### src/common/alu_pkg.sv
// ==========================================================
// ALU package
// operation and width enums, data and flag vector types,
// flag bit positions and width helper functions
// ==========================================================
package alu_pkg;

    localparam int DATA_W               = 32;
    localparam int SHIFT_CNT_ZERO_MEANS = 16;  // count field 0 selects 16 steps

    // bit positions inside flag_vec_t
    localparam int F_S = 5;
    localparam int F_Z = 4;
    localparam int F_H = 3;
    localparam int F_V = 2;
    localparam int F_N = 1;
    localparam int F_C = 0;

    typedef enum logic [5:0] {
        ALU_ADD, ALU_ADC, ALU_SUB, ALU_SBC, ALU_CP,
        ALU_AND, ALU_OR,  ALU_XOR,
        ALU_RLC, ALU_RRC, ALU_RL,  ALU_RR,
        ALU_SLA, ALU_SRA, ALU_SLL, ALU_SRL,
        ALU_DIV, ALU_DIVS,
        ALU_CCF, ALU_SCF, ALU_RCF, ALU_EXFF
    } alu_op_t;

    typedef enum logic [1:0] {BYTE, WORD, LONG} width_t;

    typedef logic [DATA_W-1:0] data_t;
    typedef logic [5:0]        flag_vec_t;   // s z h v n c
    typedef logic [7:0]        flag_byte_t;
    typedef logic [4:0]        shift_cnt_t;

    function automatic logic [4:0] msb_of(width_t w);
        case (w)
            BYTE:    return 5'd7;
            WORD:    return 5'd15;
            default: return 5'd31;
        endcase
    endfunction

    function automatic data_t mask_w(data_t r, width_t w);
        case (w)
            BYTE:    return {24'd0, r[7:0]};
            WORD:    return {16'd0, r[15:0]};
            default: return r;
        endcase
    endfunction

    function automatic logic sign_of(data_t r, width_t w);
        return r[msb_of(w)];
    endfunction

    function automatic logic zero_of(data_t r, width_t w);
        return mask_w(r, w) == '0;
    endfunction

    // even parity over the low byte or the low half-word
    function automatic logic parity_of(data_t r, width_t w);
        return (w == BYTE) ? ~^r[7:0] : ~^r[15:0];
    endfunction

endpackage

### src/common/alu_unit_if.sv
// ==========================================================
// ALU unit interface
// go/ack handshake, operands and flags between the
// sequencer and one execution unit
// ==========================================================
`timescale 1ns/1ps

interface alu_unit_if;
    import alu_pkg::*;

    logic      go;         // one-cycle request
    alu_op_t   op;
    width_t    width;
    data_t     a;
    data_t     b;
    flag_vec_t flags_in;   // flags before the operation
    logic      ack;        // one-cycle, res valid from here on
    data_t     res;
    flag_vec_t flags_out;

    modport ctrl (
        output go, op, width, a, b, flags_in,
        input  ack, res, flags_out
    );

    modport unit (
        input  go, op, width, a, b, flags_in,
        output ack, res, flags_out
    );

endinterface

### src/alu_core/alu_arith.sv
// ==========================================================
// Add, subtract and logic unit
// nibble carry chain, flags per width, one-cycle result
// ==========================================================
`timescale 1ns/1ps

module alu_arith (
    input  logic     clk,
    input  logic     rst,
    alu_unit_if.unit bus
);
    import alu_pkg::*;

    logic       is_sub;
    logic       is_logic;
    logic       cin;
    logic [8:0] cy;       // carry into each nibble
    logic       cout;
    logic       ovf;
    data_t      bb;       // b, inverted for subtract
    data_t      sum;
    data_t      lres;
    data_t      r;
    flag_vec_t  f;

    always_comb begin
        is_sub   = bus.op inside {ALU_SUB, ALU_SBC, ALU_CP};
        is_logic = bus.op inside {ALU_AND, ALU_OR, ALU_XOR};
        cin      = bus.op inside {ALU_ADC, ALU_SBC} && bus.flags_in[F_C];
        bb       = is_sub ? ~bus.b : bus.b;
        cy[0]    = is_sub ? ~cin : cin;   // a + ~b + ~borrow
        for (int i = 0; i < 8; i++) begin
            {cy[i+1], sum[4*i +: 4]} = {1'b0, bus.a[4*i +: 4]}
                                     + {1'b0, bb[4*i +: 4]} + {4'd0, cy[i]};
        end
        case (bus.width)
            BYTE:    cout = cy[2];
            WORD:    cout = cy[4];
            default: cout = cy[8];
        endcase
        ovf = sign_of(bus.a, bus.width) == sign_of(bb, bus.width)
              && sign_of(sum, bus.width) != sign_of(bus.a, bus.width);
        case (bus.op)
            ALU_AND: lres = bus.a & bus.b;
            ALU_OR:  lres = bus.a | bus.b;
            default: lres = bus.a ^ bus.b;
        endcase
        r = mask_w(is_logic ? lres : sum, bus.width);

        f[F_S] = sign_of(r, bus.width);
        f[F_Z] = zero_of(r, bus.width);
        f[F_H] = is_logic ? bus.op == ALU_AND : cy[1] ^ is_sub;
        f[F_V] = is_logic ? parity_of(r, bus.width) : ovf;
        f[F_N] = is_sub;
        f[F_C] = is_logic ? 1'b0 : cout ^ is_sub;   // borrow for subtract
    end

    always_ff @(posedge clk or posedge rst) begin
        if (rst)
            bus.ack <= 1'b0;
        else
            bus.ack <= bus.go;
    end

    always_ff @(posedge clk) begin
        if (bus.go) begin
            bus.res       <= r;
            bus.flags_out <= f;
        end
    end

endmodule

### src/alu_core/alu_shift.sv
// ==========================================================
// Shift and rotate unit
// one bit per cycle, count 1 to 16 from b[3:0]
// ==========================================================
`timescale 1ns/1ps

module alu_shift (
    input  logic     clk,
    input  logic     rst,
    alu_unit_if.unit bus
);
    import alu_pkg::*;

    shift_cnt_t cnt;
    shift_cnt_t eff;      // effective count of a new request
    logic       run;
    data_t      val;
    logic       cy;       // last bit shifted out
    alu_op_t    op_q;
    width_t     w_q;
    alu_op_t    cur_op;
    width_t     cur_w;
    data_t      src;
    logic       c_src;
    data_t      nxt;
    logic       c_nxt;
    logic       fill;

    always_comb begin
        cur_op = bus.go ? bus.op : op_q;
        cur_w  = bus.go ? bus.width : w_q;
        src    = bus.go ? mask_w(bus.a, bus.width) : val;
        c_src  = bus.go ? bus.flags_in[F_C] : cy;
        eff    = (bus.b[3:0] == 4'd0) ? shift_cnt_t'(SHIFT_CNT_ZERO_MEANS)
                                      : {1'b0, bus.b[3:0]};
        fill   = 1'b0;
        if (cur_op inside {ALU_RLC, ALU_RL, ALU_SLA, ALU_SLL}) begin
            c_nxt = src[msb_of(cur_w)];
            if (cur_op == ALU_RLC)
                fill = c_nxt;                   // wrap around
            else if (cur_op == ALU_RL)
                fill = c_src;                   // through carry
            nxt = mask_w({src[DATA_W-2:0], fill}, cur_w);
        end else begin
            c_nxt = src[0];
            case (cur_op)
                ALU_RRC: fill = src[0];
                ALU_RR:  fill = c_src;
                ALU_SRA: fill = src[msb_of(cur_w)];   // keep sign
                default: fill = 1'b0;
            endcase
            nxt = src >> 1;
            nxt[msb_of(cur_w)] = fill;
        end
    end

    always_ff @(posedge clk or posedge rst) begin
        if (rst) begin
            run     <= 1'b0;
            cnt     <= '0;
            bus.ack <= 1'b0;
        end else begin
            bus.ack <= 1'b0;
            if (bus.go) begin   // first step on the request edge
                cnt     <= eff - 5'd1;
                run     <= eff != 5'd1;
                bus.ack <= eff == 5'd1;
            end else if (run) begin
                cnt <= cnt - 5'd1;
                if (cnt == 5'd1) begin
                    run     <= 1'b0;
                    bus.ack <= 1'b1;
                end
            end
        end
    end

    always_ff @(posedge clk) begin
        if (bus.go || run) begin
            val <= nxt;
            cy  <= c_nxt;
        end
        if (bus.go) begin
            op_q <= bus.op;
            w_q  <= bus.width;
        end
    end

    assign bus.res       = val;
    assign bus.flags_out = {sign_of(val, w_q), zero_of(val, w_q), 1'b0,
                            parity_of(val, w_q), 1'b0, cy};

endmodule

### src/divider/alu_div.sv
// ==========================================================
// Restoring divider
// 16/8 and 32/16, unsigned and signed, overflow and
// divide-by-zero detection in V
// ==========================================================
`timescale 1ns/1ps

module alu_div (
    input  logic     clk,
    input  logic     rst,
    alu_unit_if.unit bus
);
    import alu_pkg::*;

    typedef enum logic [1:0] {D_IDLE, D_STEP, D_FIX} div_state_t;

    div_state_t  state;
    shift_cnt_t  cnt;
    logic [15:0] r;        // partial remainder
    data_t       q;        // dividend bits out, quotient bits in
    logic [15:0] dvs;      // divisor magnitude
    logic [15:0] dlo;      // dividend low half
    logic        byte_q;
    logic        sgn_q;
    logic        qneg;
    logic        rneg;
    logic        dz;
    logic        ovf_hi;   // high half not below divisor
    flag_vec_t   fl_q;

    logic        sgn;
    logic        is_b;
    data_t       dd_ext;
    logic [15:0] dv_ext;
    data_t       dd_mag;
    logic [15:0] dv_mag;
    logic [15:0] r_init;
    logic [17:0] diff;
    logic [15:0] r_nxt;
    data_t       q_nxt;

    always_comb begin
        sgn    = bus.op == ALU_DIVS;
        is_b   = bus.width == BYTE;
        dd_ext = is_b ? {{16{sgn & bus.a[15]}}, bus.a[15:0]} : bus.a;
        dv_ext = is_b ? {{8{sgn & bus.b[7]}}, bus.b[7:0]} : bus.b[15:0];
        dd_mag = (sgn && dd_ext[DATA_W-1]) ? -dd_ext : dd_ext;
        dv_mag = (sgn && dv_ext[15]) ? -dv_ext : dv_ext;
        r_init = is_b ? {8'd0, dd_mag[15:8]} : dd_mag[31:16];

        diff  = {1'b0, r, q[DATA_W-1]} - {2'b00, dvs};
        r_nxt = diff[17] ? {r[14:0], q[DATA_W-1]} : diff[15:0];   // restore
        q_nxt = {q[DATA_W-2:0], ~diff[17]};
    end

    function automatic data_t pack(logic [15:0] rr, data_t qq);
        logic [15:0] qf;
        logic [15:0] rf;
        qf = byte_q ? {8'd0, qq[7:0]} : qq[15:0];
        rf = byte_q ? {8'd0, rr[7:0]} : rr;
        qf = qneg ? -qf : qf;
        rf = rneg ? -rf : rf;
        if (dz) begin
            qf = '1;
            rf = dlo;
        end
        return byte_q ? {16'd0, rf[7:0], qf[7:0]} : {rf, qf};
    endfunction

    function automatic flag_vec_t div_flags(data_t qq);
        flag_vec_t f;
        logic      top;
        logic      rest0;
        top    = byte_q ? qq[7] : qq[15];
        rest0  = byte_q ? qq[6:0] == '0 : qq[14:0] == '0;
        f      = fl_q;
        f[F_V] = ovf_hi || (sgn_q && top && !(qneg && rest0));   // signed range
        return f;
    endfunction

    always_ff @(posedge clk or posedge rst) begin
        if (rst) begin
            state   <= D_IDLE;
            cnt     <= '0;
            bus.ack <= 1'b0;
        end else begin
            bus.ack <= 1'b0;
            case (state)
                D_IDLE: if (bus.go) begin
                    state <= D_STEP;
                    cnt   <= is_b ? 5'd8 : 5'd16;
                end
                D_STEP: begin
                    cnt <= cnt - 5'd1;
                    if (cnt == 5'd1) begin
                        state   <= sgn_q ? D_FIX : D_IDLE;
                        bus.ack <= !sgn_q;
                    end
                end
                D_FIX: begin
                    state   <= D_IDLE;
                    bus.ack <= 1'b1;
                end
                default: state <= D_IDLE;
            endcase
        end
    end

    always_ff @(posedge clk) begin
        if (state == D_IDLE && bus.go) begin
            r      <= r_init;
            q      <= is_b ? {dd_mag[7:0], 24'd0} : {dd_mag[15:0], 16'd0};
            dvs    <= dv_mag;
            dlo    <= is_b ? {8'd0, bus.a[7:0]} : bus.a[15:0];
            byte_q <= is_b;
            sgn_q  <= sgn;
            qneg   <= sgn && (dd_ext[DATA_W-1] ^ dv_ext[15]);
            rneg   <= sgn && dd_ext[DATA_W-1];   // remainder follows dividend
            dz     <= dv_mag == '0;
            ovf_hi <= r_init >= dv_mag;
            fl_q   <= bus.flags_in;
        end else if (state == D_STEP) begin
            r <= r_nxt;
            q <= q_nxt;
            if (cnt == 5'd1 && !sgn_q) begin
                bus.res       <= pack(r_nxt, q_nxt);
                bus.flags_out <= div_flags(q_nxt);
            end
        end else if (state == D_FIX) begin
            bus.res       <= pack(r, q);
            bus.flags_out <= div_flags(q);
        end
    end

endmodule

### src/verilog/alu_flags.sv
// ==========================================================
// Flag register
// working flags, shadow copy F', flag-only operations
// and the packed status byte
// ==========================================================
`timescale 1ns/1ps

module alu_flags (
    input  logic                clk,
    input  logic                rst,
    input  logic                load,
    input  alu_pkg::flag_vec_t  new_flags,
    input  logic                flag_op,
    input  alu_pkg::alu_op_t    op,
    output alu_pkg::flag_vec_t  cur,
    output alu_pkg::flag_byte_t flags
);
    import alu_pkg::*;

    flag_vec_t shadow;   // F'

    always_ff @(posedge clk or posedge rst) begin
        if (rst) begin
            cur    <= '0;
            shadow <= '0;
        end else if (load) begin
            cur <= new_flags;
        end else if (flag_op) begin
            case (op)
                ALU_CCF: cur[F_C] <= ~cur[F_C];
                ALU_SCF: begin
                    cur[F_C] <= 1'b1;
                    cur[F_H] <= 1'b0;
                    cur[F_N] <= 1'b0;
                end
                ALU_RCF: begin
                    cur[F_C] <= 1'b0;
                    cur[F_H] <= 1'b0;
                    cur[F_N] <= 1'b0;
                end
                ALU_EXFF: begin
                    cur    <= shadow;
                    shadow <= cur;
                end
                default: ;
            endcase
        end
    end

    assign flags = {cur[F_S], cur[F_Z], 1'b0, cur[F_H],
                    1'b0, cur[F_V], cur[F_N], cur[F_C]};

endmodule

### src/verilog/alu_seq.sv
// ==========================================================
// ALU sequencer
// accepts one operation, dispatches it to a unit bus,
// holds the result register, drives busy and done
// ==========================================================
`timescale 1ns/1ps

module alu_seq (
    input  logic               clk,
    input  logic               rst,
    input  logic               start,
    input  alu_pkg::alu_op_t   op,
    input  alu_pkg::width_t    width,
    input  alu_pkg::data_t     opa,
    input  alu_pkg::data_t     opb,
    output logic               busy,
    output logic               done,
    output alu_pkg::data_t     result,
    alu_unit_if.ctrl           arith,
    alu_unit_if.ctrl           shift,
    alu_unit_if.ctrl           div,
    input  alu_pkg::flag_vec_t cur_flags,
    output logic               flag_load,
    output alu_pkg::flag_vec_t new_flags,
    output logic               flag_op
);
    import alu_pkg::*;

    typedef enum logic [1:0] {IDLE, WAIT_UNIT, FLAG_OP} state_t;
    typedef enum logic [1:0] {U_ARITH, U_SHIFT, U_DIV, U_FLAG} unit_t;

    state_t state;
    unit_t  sel;
    unit_t  sel_q;      // unit in flight
    logic   is_cp;      // compare keeps the old result
    logic   accept;
    logic   unit_ack;
    data_t  unit_res;

    always_comb begin
        case (op)
            ALU_RLC, ALU_RRC, ALU_RL, ALU_RR,
            ALU_SLA, ALU_SRA, ALU_SLL, ALU_SRL: sel = U_SHIFT;
            ALU_DIV, ALU_DIVS:                  sel = U_DIV;
            ALU_CCF, ALU_SCF, ALU_RCF, ALU_EXFF: sel = U_FLAG;
            default:                            sel = U_ARITH;
        endcase
    end

    assign busy    = state != IDLE;
    assign accept  = start && !busy;   // start while busy is dropped
    assign flag_op = accept && sel == U_FLAG;

    assign arith.go       = accept && sel == U_ARITH;
    assign arith.op       = op;
    assign arith.width    = width;
    assign arith.a        = opa;
    assign arith.b        = opb;
    assign arith.flags_in = cur_flags;
    assign shift.go       = accept && sel == U_SHIFT;
    assign shift.op       = op;
    assign shift.width    = width;
    assign shift.a        = opa;
    assign shift.b        = opb;
    assign shift.flags_in = cur_flags;
    assign div.go         = accept && sel == U_DIV;
    assign div.op         = op;
    assign div.width      = width;
    assign div.a          = opa;
    assign div.b          = opb;
    assign div.flags_in   = cur_flags;

    always_comb begin
        case (sel_q)
            U_SHIFT: begin
                unit_ack  = shift.ack;
                unit_res  = shift.res;
                new_flags = shift.flags_out;
            end
            U_DIV: begin
                unit_ack  = div.ack;
                unit_res  = div.res;
                new_flags = div.flags_out;
            end
            default: begin
                unit_ack  = arith.ack;
                unit_res  = arith.res;
                new_flags = arith.flags_out;
            end
        endcase
    end

    assign flag_load = state == WAIT_UNIT && unit_ack;

    always_ff @(posedge clk or posedge rst) begin
        if (rst) begin
            state  <= IDLE;
            sel_q  <= U_ARITH;
            is_cp  <= 1'b0;
            done   <= 1'b0;
            result <= '0;
        end else begin
            done <= 1'b0;
            case (state)
                IDLE: if (accept) begin
                    sel_q <= sel;
                    is_cp <= op == ALU_CP;
                    state <= (sel == U_FLAG) ? FLAG_OP : WAIT_UNIT;
                end
                WAIT_UNIT: if (unit_ack) begin
                    if (!is_cp)
                        result <= unit_res;
                    done  <= 1'b1;
                    state <= IDLE;
                end
                FLAG_OP: begin   // flags already updated on the accepting edge
                    done  <= 1'b1;
                    state <= IDLE;
                end
                default: state <= IDLE;
            endcase
        end
    end

endmodule

### src/verilog/alu_top.sv
// ==========================================================
// ALU top level
// sequencer, flag register and the arithmetic, shift and
// divide units joined by three unit buses
// ==========================================================
`timescale 1ns/1ps

module alu_top (
    input  logic                clk,
    input  logic                rst,
    input  logic                start,
    input  alu_pkg::alu_op_t    op,
    input  alu_pkg::width_t     width,
    input  alu_pkg::data_t      opa,
    input  alu_pkg::data_t      opb,
    output logic                busy,
    output logic                done,
    output alu_pkg::data_t      result,
    output alu_pkg::flag_byte_t flags
);
    import alu_pkg::*;

    flag_vec_t cur_flags;
    flag_vec_t new_flags;
    logic      flag_load;
    logic      flag_op;

    alu_unit_if arith_bus ();
    alu_unit_if shift_bus ();
    alu_unit_if div_bus ();

    alu_seq i_alu_seq (
        .clk       (clk),
        .rst       (rst),
        .start     (start),
        .op        (op),
        .width     (width),
        .opa       (opa),
        .opb       (opb),
        .busy      (busy),
        .done      (done),
        .result    (result),
        .arith     (arith_bus),
        .shift     (shift_bus),
        .div       (div_bus),
        .cur_flags (cur_flags),
        .flag_load (flag_load),
        .new_flags (new_flags),
        .flag_op   (flag_op)
    );

    alu_flags i_alu_flags (
        .clk       (clk),
        .rst       (rst),
        .load      (flag_load),
        .new_flags (new_flags),
        .flag_op   (flag_op),
        .op        (op),        // sampled on the accepting edge
        .cur       (cur_flags),
        .flags     (flags)
    );

    alu_arith i_alu_arith (.clk(clk), .rst(rst), .bus(arith_bus));
    alu_shift i_alu_shift (.clk(clk), .rst(rst), .bus(shift_bus));
    alu_div   i_alu_div   (.clk(clk), .rst(rst), .bus(div_bus));

endmodule
### config.mk
export PLATFORM = sky130hd
export DESIGN_NAME = alu_top
export DESIGN_NICKNAME = d
export VERILOG_FILES = /design/src/common/alu_pkg.sv /design/src/common/alu_unit_if.sv /design/src/alu_core/alu_arith.sv /design/src/alu_core/alu_shift.sv /design/src/divider/alu_div.sv /design/src/verilog/alu_flags.sv /design/src/verilog/alu_seq.sv /design/src/verilog/alu_top.sv
export SDC_FILE = /design/constraint.sdc
export NUM_CORES = 1
export LEC_CHECK = 0
export ABC_AREA = 1
export BUFFER_PORTS_ARGS = -buffer_cell sky130_fd_sc_hd__buf_2
export CAP_MARGIN = 5
export CORE_ASPECT_RATIO = 0.7
export CORE_UTILIZATION = 55
export DETAILED_ROUTE_END_ITERATION = 7
export GPL_ROUTABILITY_DRIVEN = 0
export PLACE_DENSITY_LB_ADDON = 0.2
export SETUP_SLACK_MARGIN = 0.2
export SKIP_LAST_GASP = 1
export SLEW_MARGIN = 20
export SYNTH_ARGS = -nofsm -noshare
export SYNTH_HDL_FRONTEND = slang
export SYNTH_SLANG_ARGS = --single-unit
export TNS_END_PERCENT = 30
### constraint.sdc
create_clock -name clk -period 21.4 [get_ports clk]
set_input_delay 4.28 -clock clk [delete_from_list [all_inputs] [get_ports clk]]
set_output_delay 4.28 -clock clk [all_outputs]
set_load 0.01 [all_outputs]
==> flow_summary.json <==
{
  "slowest_stage": "buf_4",
  "cp-start-kind": "primary input",
  "place_inst": 3226,
  "ir_worst_vdd_v": 0.00007624,
  "finalHoldViolations": 0,
  "cp-startpoint": "op[1]",
  "synth_top_family_by_area": "simple AND/OR/NAND/NOR gates",
  "grt_pass1_wl_mm": 103.4,
  "clockBufferDepth": 3,
  "cts_resized": 0,
  "clock_sinks": 274,
  "switching_power_mw": 1.167,
  "tns_ns": 0,
  "synth_cells": 2708,
  "grt_max_degree": 67,
  "ios": 117,
  "rsz0062_at_grt": "no",
  "slew_viol_final": 0,
  "cp-end-kind": "register",
  "yosysMostFrequentCell": "nand2_1",
  "dr.first_iter.drc_count": 3023,
  "synth_compound_area_frac": 0.1546,
  "grt_antenna_before_repair": 5,
  "synthAdderAreaFrac": 0.1050,
  "ys_ff_latch": 274,
  "num_rows": 59,
  "grt-ovfl-total": 0,
  "min-delay-start": "i_alu_div.fl_q[3]$_DFFE_PP_",
  "drt_first_pass_iters": 6,
  "worstHoldPathType": "reg -> reg",
  "ant_nets": 0,
  "synthFlopType": "edfxtp_1",
  "critPathMostFrequentCell": "fa_1",
  "synth_mux_area_frac": 0.001977,
  "ys_top_cells_by_count": "602 x nand2_1, 363 x inv_1, 250 x nor2_1, 218 x o21ai_0, 200 x edfxtp_1",
  "finalClockSkew_ns": 0.01350,
  "syn_to_final_growth_pct": 8.981,
  "synth_top_area_cell": "edfxtp_1",
  "cts_made_buffers": 27,
  "ys_types": 64,
  "dpl_worst_slack_ns": 6.744,
  "yosysSeqAreaShare": 0.3743,
  "drt-vias-per-instance": 6.102,
  "port_buffers": 114,
  "status": "finished, final reports clean",
  "clk_pin_slew_ns": 0.06,
  "postCtsSetupBuffers": 0,
  "crit_fanout": 36,
  "synth_edf_count": 200,
  "yosysWarnings": 0,
  "grt_pass1_vias": 17830,
  "p_total_mw": 2.701,
  "maxCapViolCount": 0,
  "syn_avg_cell_area_um2": 7.712,
  "period_share": 0.6668,
  "fin_crit_ns": 14.27,
  "synth_area_um2": 20880,
  "core_um2": 37280,
  "power.clock.fraction": 0.193,
  "drive_gt1_frac": 0.09150,
  "wl_per_cell_um": 21.16,
  "p_seq_frac": 0.364,
  "tightestPinTransition_ns": 0.9101,
  "worst-setup-path-type": "in -> reg",
  "internal_power_mw": 1.535,
  "root_buffer": "clkbuf_16",
  "layoutNonFillerInstCount": 3281,
  "cts_tree": "yes",
  "regToRegStartpoint": "i_alu_flags.cur[0]$_DFFE_PP0P_",
  "num_vias": 20022,
  "hold_buffers": 0,
  "critPathRequiredTime_ns": 21.83,
  "setup_ws_ns": 7.131,
  "grt_usage": 0.3503,
  "leakage_nw": 10.62,
  "die_y_um": 165.0,
  "yosys.area_share.xor_xnor": 0.04571,
  "worstSkewPairLatency_ns": 0.58,
  "synthTopCellsByArea": "edfxtp_1 29%, nand2_1 11%, ha_1 8.9%, dfrtp_1 7.9%, inv_1 6.5%",
  "drt-total-wl_mm": 69.42,
  "switching_share": 0.4319,
  "synth_top_area_frac": 0.2876,
  "synthSimpleGateAreaFrac": 0.2269,
  "clock.fmax_mhz": 70.08,
  "ys_async_sr_fraction": 0.2409,
  "dp_hpwl_mm": 52.79,
  "finalNetCount": 3007,
  "initial_core_util": 0.5602,
  "dieWidth_um": 234.9,
  "drc_errors": 0,
  "maxSlewHeadroom": 0.3932,
  "dieArea_um2": 38770,
  "setup-violations-final": 0,
  "cp_slowest_stage_delay_ns": 0.50,
  "worst_ep_arrival_time_ns": 14.70,
  "htreeDepth": 1,
  "pwr-share-comb": 0.443,
  "p_per_area_nw_per_um2": 118.7
}
placed cells by master, fill, tap and decap left out, types with 14 or more instances in the layout:
| cell | count |
|---|---|
| a221oi_1 | 14 |
| o21ai_0 | 218 |
| nor3_1 | 33 |
| ha_1 | 148 |
| a21oi_1 | 143 |
| a41oi_1 | 25 |
| o211ai_1 | 25 |
| clkbuf_16 | 27 |
| nand4_1 | 20 |
| xor2_1 | 81 |
| buf_2 | 114 |
| xnor2_1 | 28 |
| nand3_1 | 141 |
| inv_1 | 362 |
| dfrtp_1 | 66 |
| nor2_1 | 247 |
| nand2_1 | 601 |
| o22ai_1 | 23 |
| edfxtp_1 | 200 |
| buf_4 | 24 |
| fa_1 | 17 |
| or2_2 | 15 |
per-stage QoR:
stage / cell area (um2) / utilization / hold slack (ns)
2_1_floorplan: 20890 / - / 0.4003
3_3_place_gp: 21800 / 0.5847 / 0.4075
3_5_place_dp: 21800 / 0.5847 / 0.4077
4_1_cts: 22740 / 0.6101 / 0.4257
5_1_grt: 22750 / 0.6102 / 0.4326
6_report: 22760 / 0.6105 / 0.4262
registers in the layout (all words and copies together) (netlist names), 2 cells and up:
| register | count |
|---|---|
| i_alu_arith.bus.res | 32 |
| i_alu_seq.state | 2 |
| i_alu_flags.shadow | 6 |
| i_alu_shift.bus.res | 32 |
| i_alu_shift.cnt | 5 |
| i_alu_shift.w_q | 2 |
| i_alu_div.fl_q | 5 |
| i_alu_div.q | 32 |
| i_alu_arith.bus.flags_out | 6 |
| i_alu_flags.cur | 6 |
| i_alu_div.dvs | 16 |
| i_alu_shift.op_q | 6 |
| i_alu_seq.sel_q | 2 |
| i_alu_div.bus.flags_out | 6 |
| i_alu_seq.result | 32 |
| i_alu_div.state | 2 |
| i_alu_div.r | 16 |
| i_alu_div.dlo | 16 |
| i_alu_div.bus.res | 32 |
| i_alu_div.cnt | 5 |
logic make-up (layout without fill, tap and decap cells):
| family | after synthesis | in the layout |
|---|---|---|
| mux | 4 | 4 |
| compound gates | 542 | 542 |
| flops | 274 | 274 |
| buf+inv | 489 | 567 |
| xor+xnor | 109 | 109 |
| simple gates | 1124 | 1124 |
| other cells | 1 | 8 |
| fa+ha+maj | 165 | 165 |
layout make-up:
class                           count  area (um2)
Multi-Input combinational cell   1946       11190
Clock buffer                       31       690.7
Clock inverter                     18       256.5
Sequential cell                   274        7818
Inverter                          380        1426
Timing Repair Buffer              138       750.7
Antenna cell                        6       15.01
Fill cell                        3302       14520
Tap cell                          488       610.6
metal layers:
layer | track usage | share of wire | vias up
met4 | 0.1247 | 0.036 | 4
met3 | 0.1148 | 0.15 | 155
met2 | 0.4804 | 0.39 | 1319
met1 | 0.5095 | 0.43 | 9373
li1 | - | - | 9171
met5 | 0 | 0.00032 | -
critical path: cells and delay by family:
kind	cells	cell delay [ns]
and+or+nand+nor	20	2.15
adders and majority gates	16	6.39
AOI/OAI and AO/OA	3	0.61
xor gates and xnor gates	2	0.33
buffers and inverters	5	0.92
worst paths after layout:
check / slack, ns / cells past startpoint / endpoint
setup / recovery: 7.13 / 46 / i_alu_arith.bus.flags_out[4]$_DFFE_PP_
hold / removal: 0.43 / 0 / i_alu_div.bus.flags_out[3]$_DFFE_PP_
setup reg to reg: 11.25 / 42 / i_alu_arith.bus.flags_out[4]$_DFFE_PP_
hold reg to reg: 0.43 / 0 / i_alu_div.bus.flags_out[3]$_DFFE_PP_
max in group asynchronous: 16.84 / 3 / i_alu_shift.cnt[4]$_DFFE_PP0P_
min in group asynchronous: 3.97 / 3 / i_alu_seq.state[1]$_DFFE_PP0P_
power by group through the flow:
stage          Combinational, mW  Sequential [mW]  Clock, mW
6_report                    1.20            0.983      0.522
5_1_grt                     1.32            0.997      0.544
4_1_cts                     1.16            0.976      0.524
3_5_place_dp                1.15            0.984          0
3_3_place_gp                1.12            0.980          0
2_1_floorplan              0.824            0.942          0
Power figures use the tool's default switching activity.
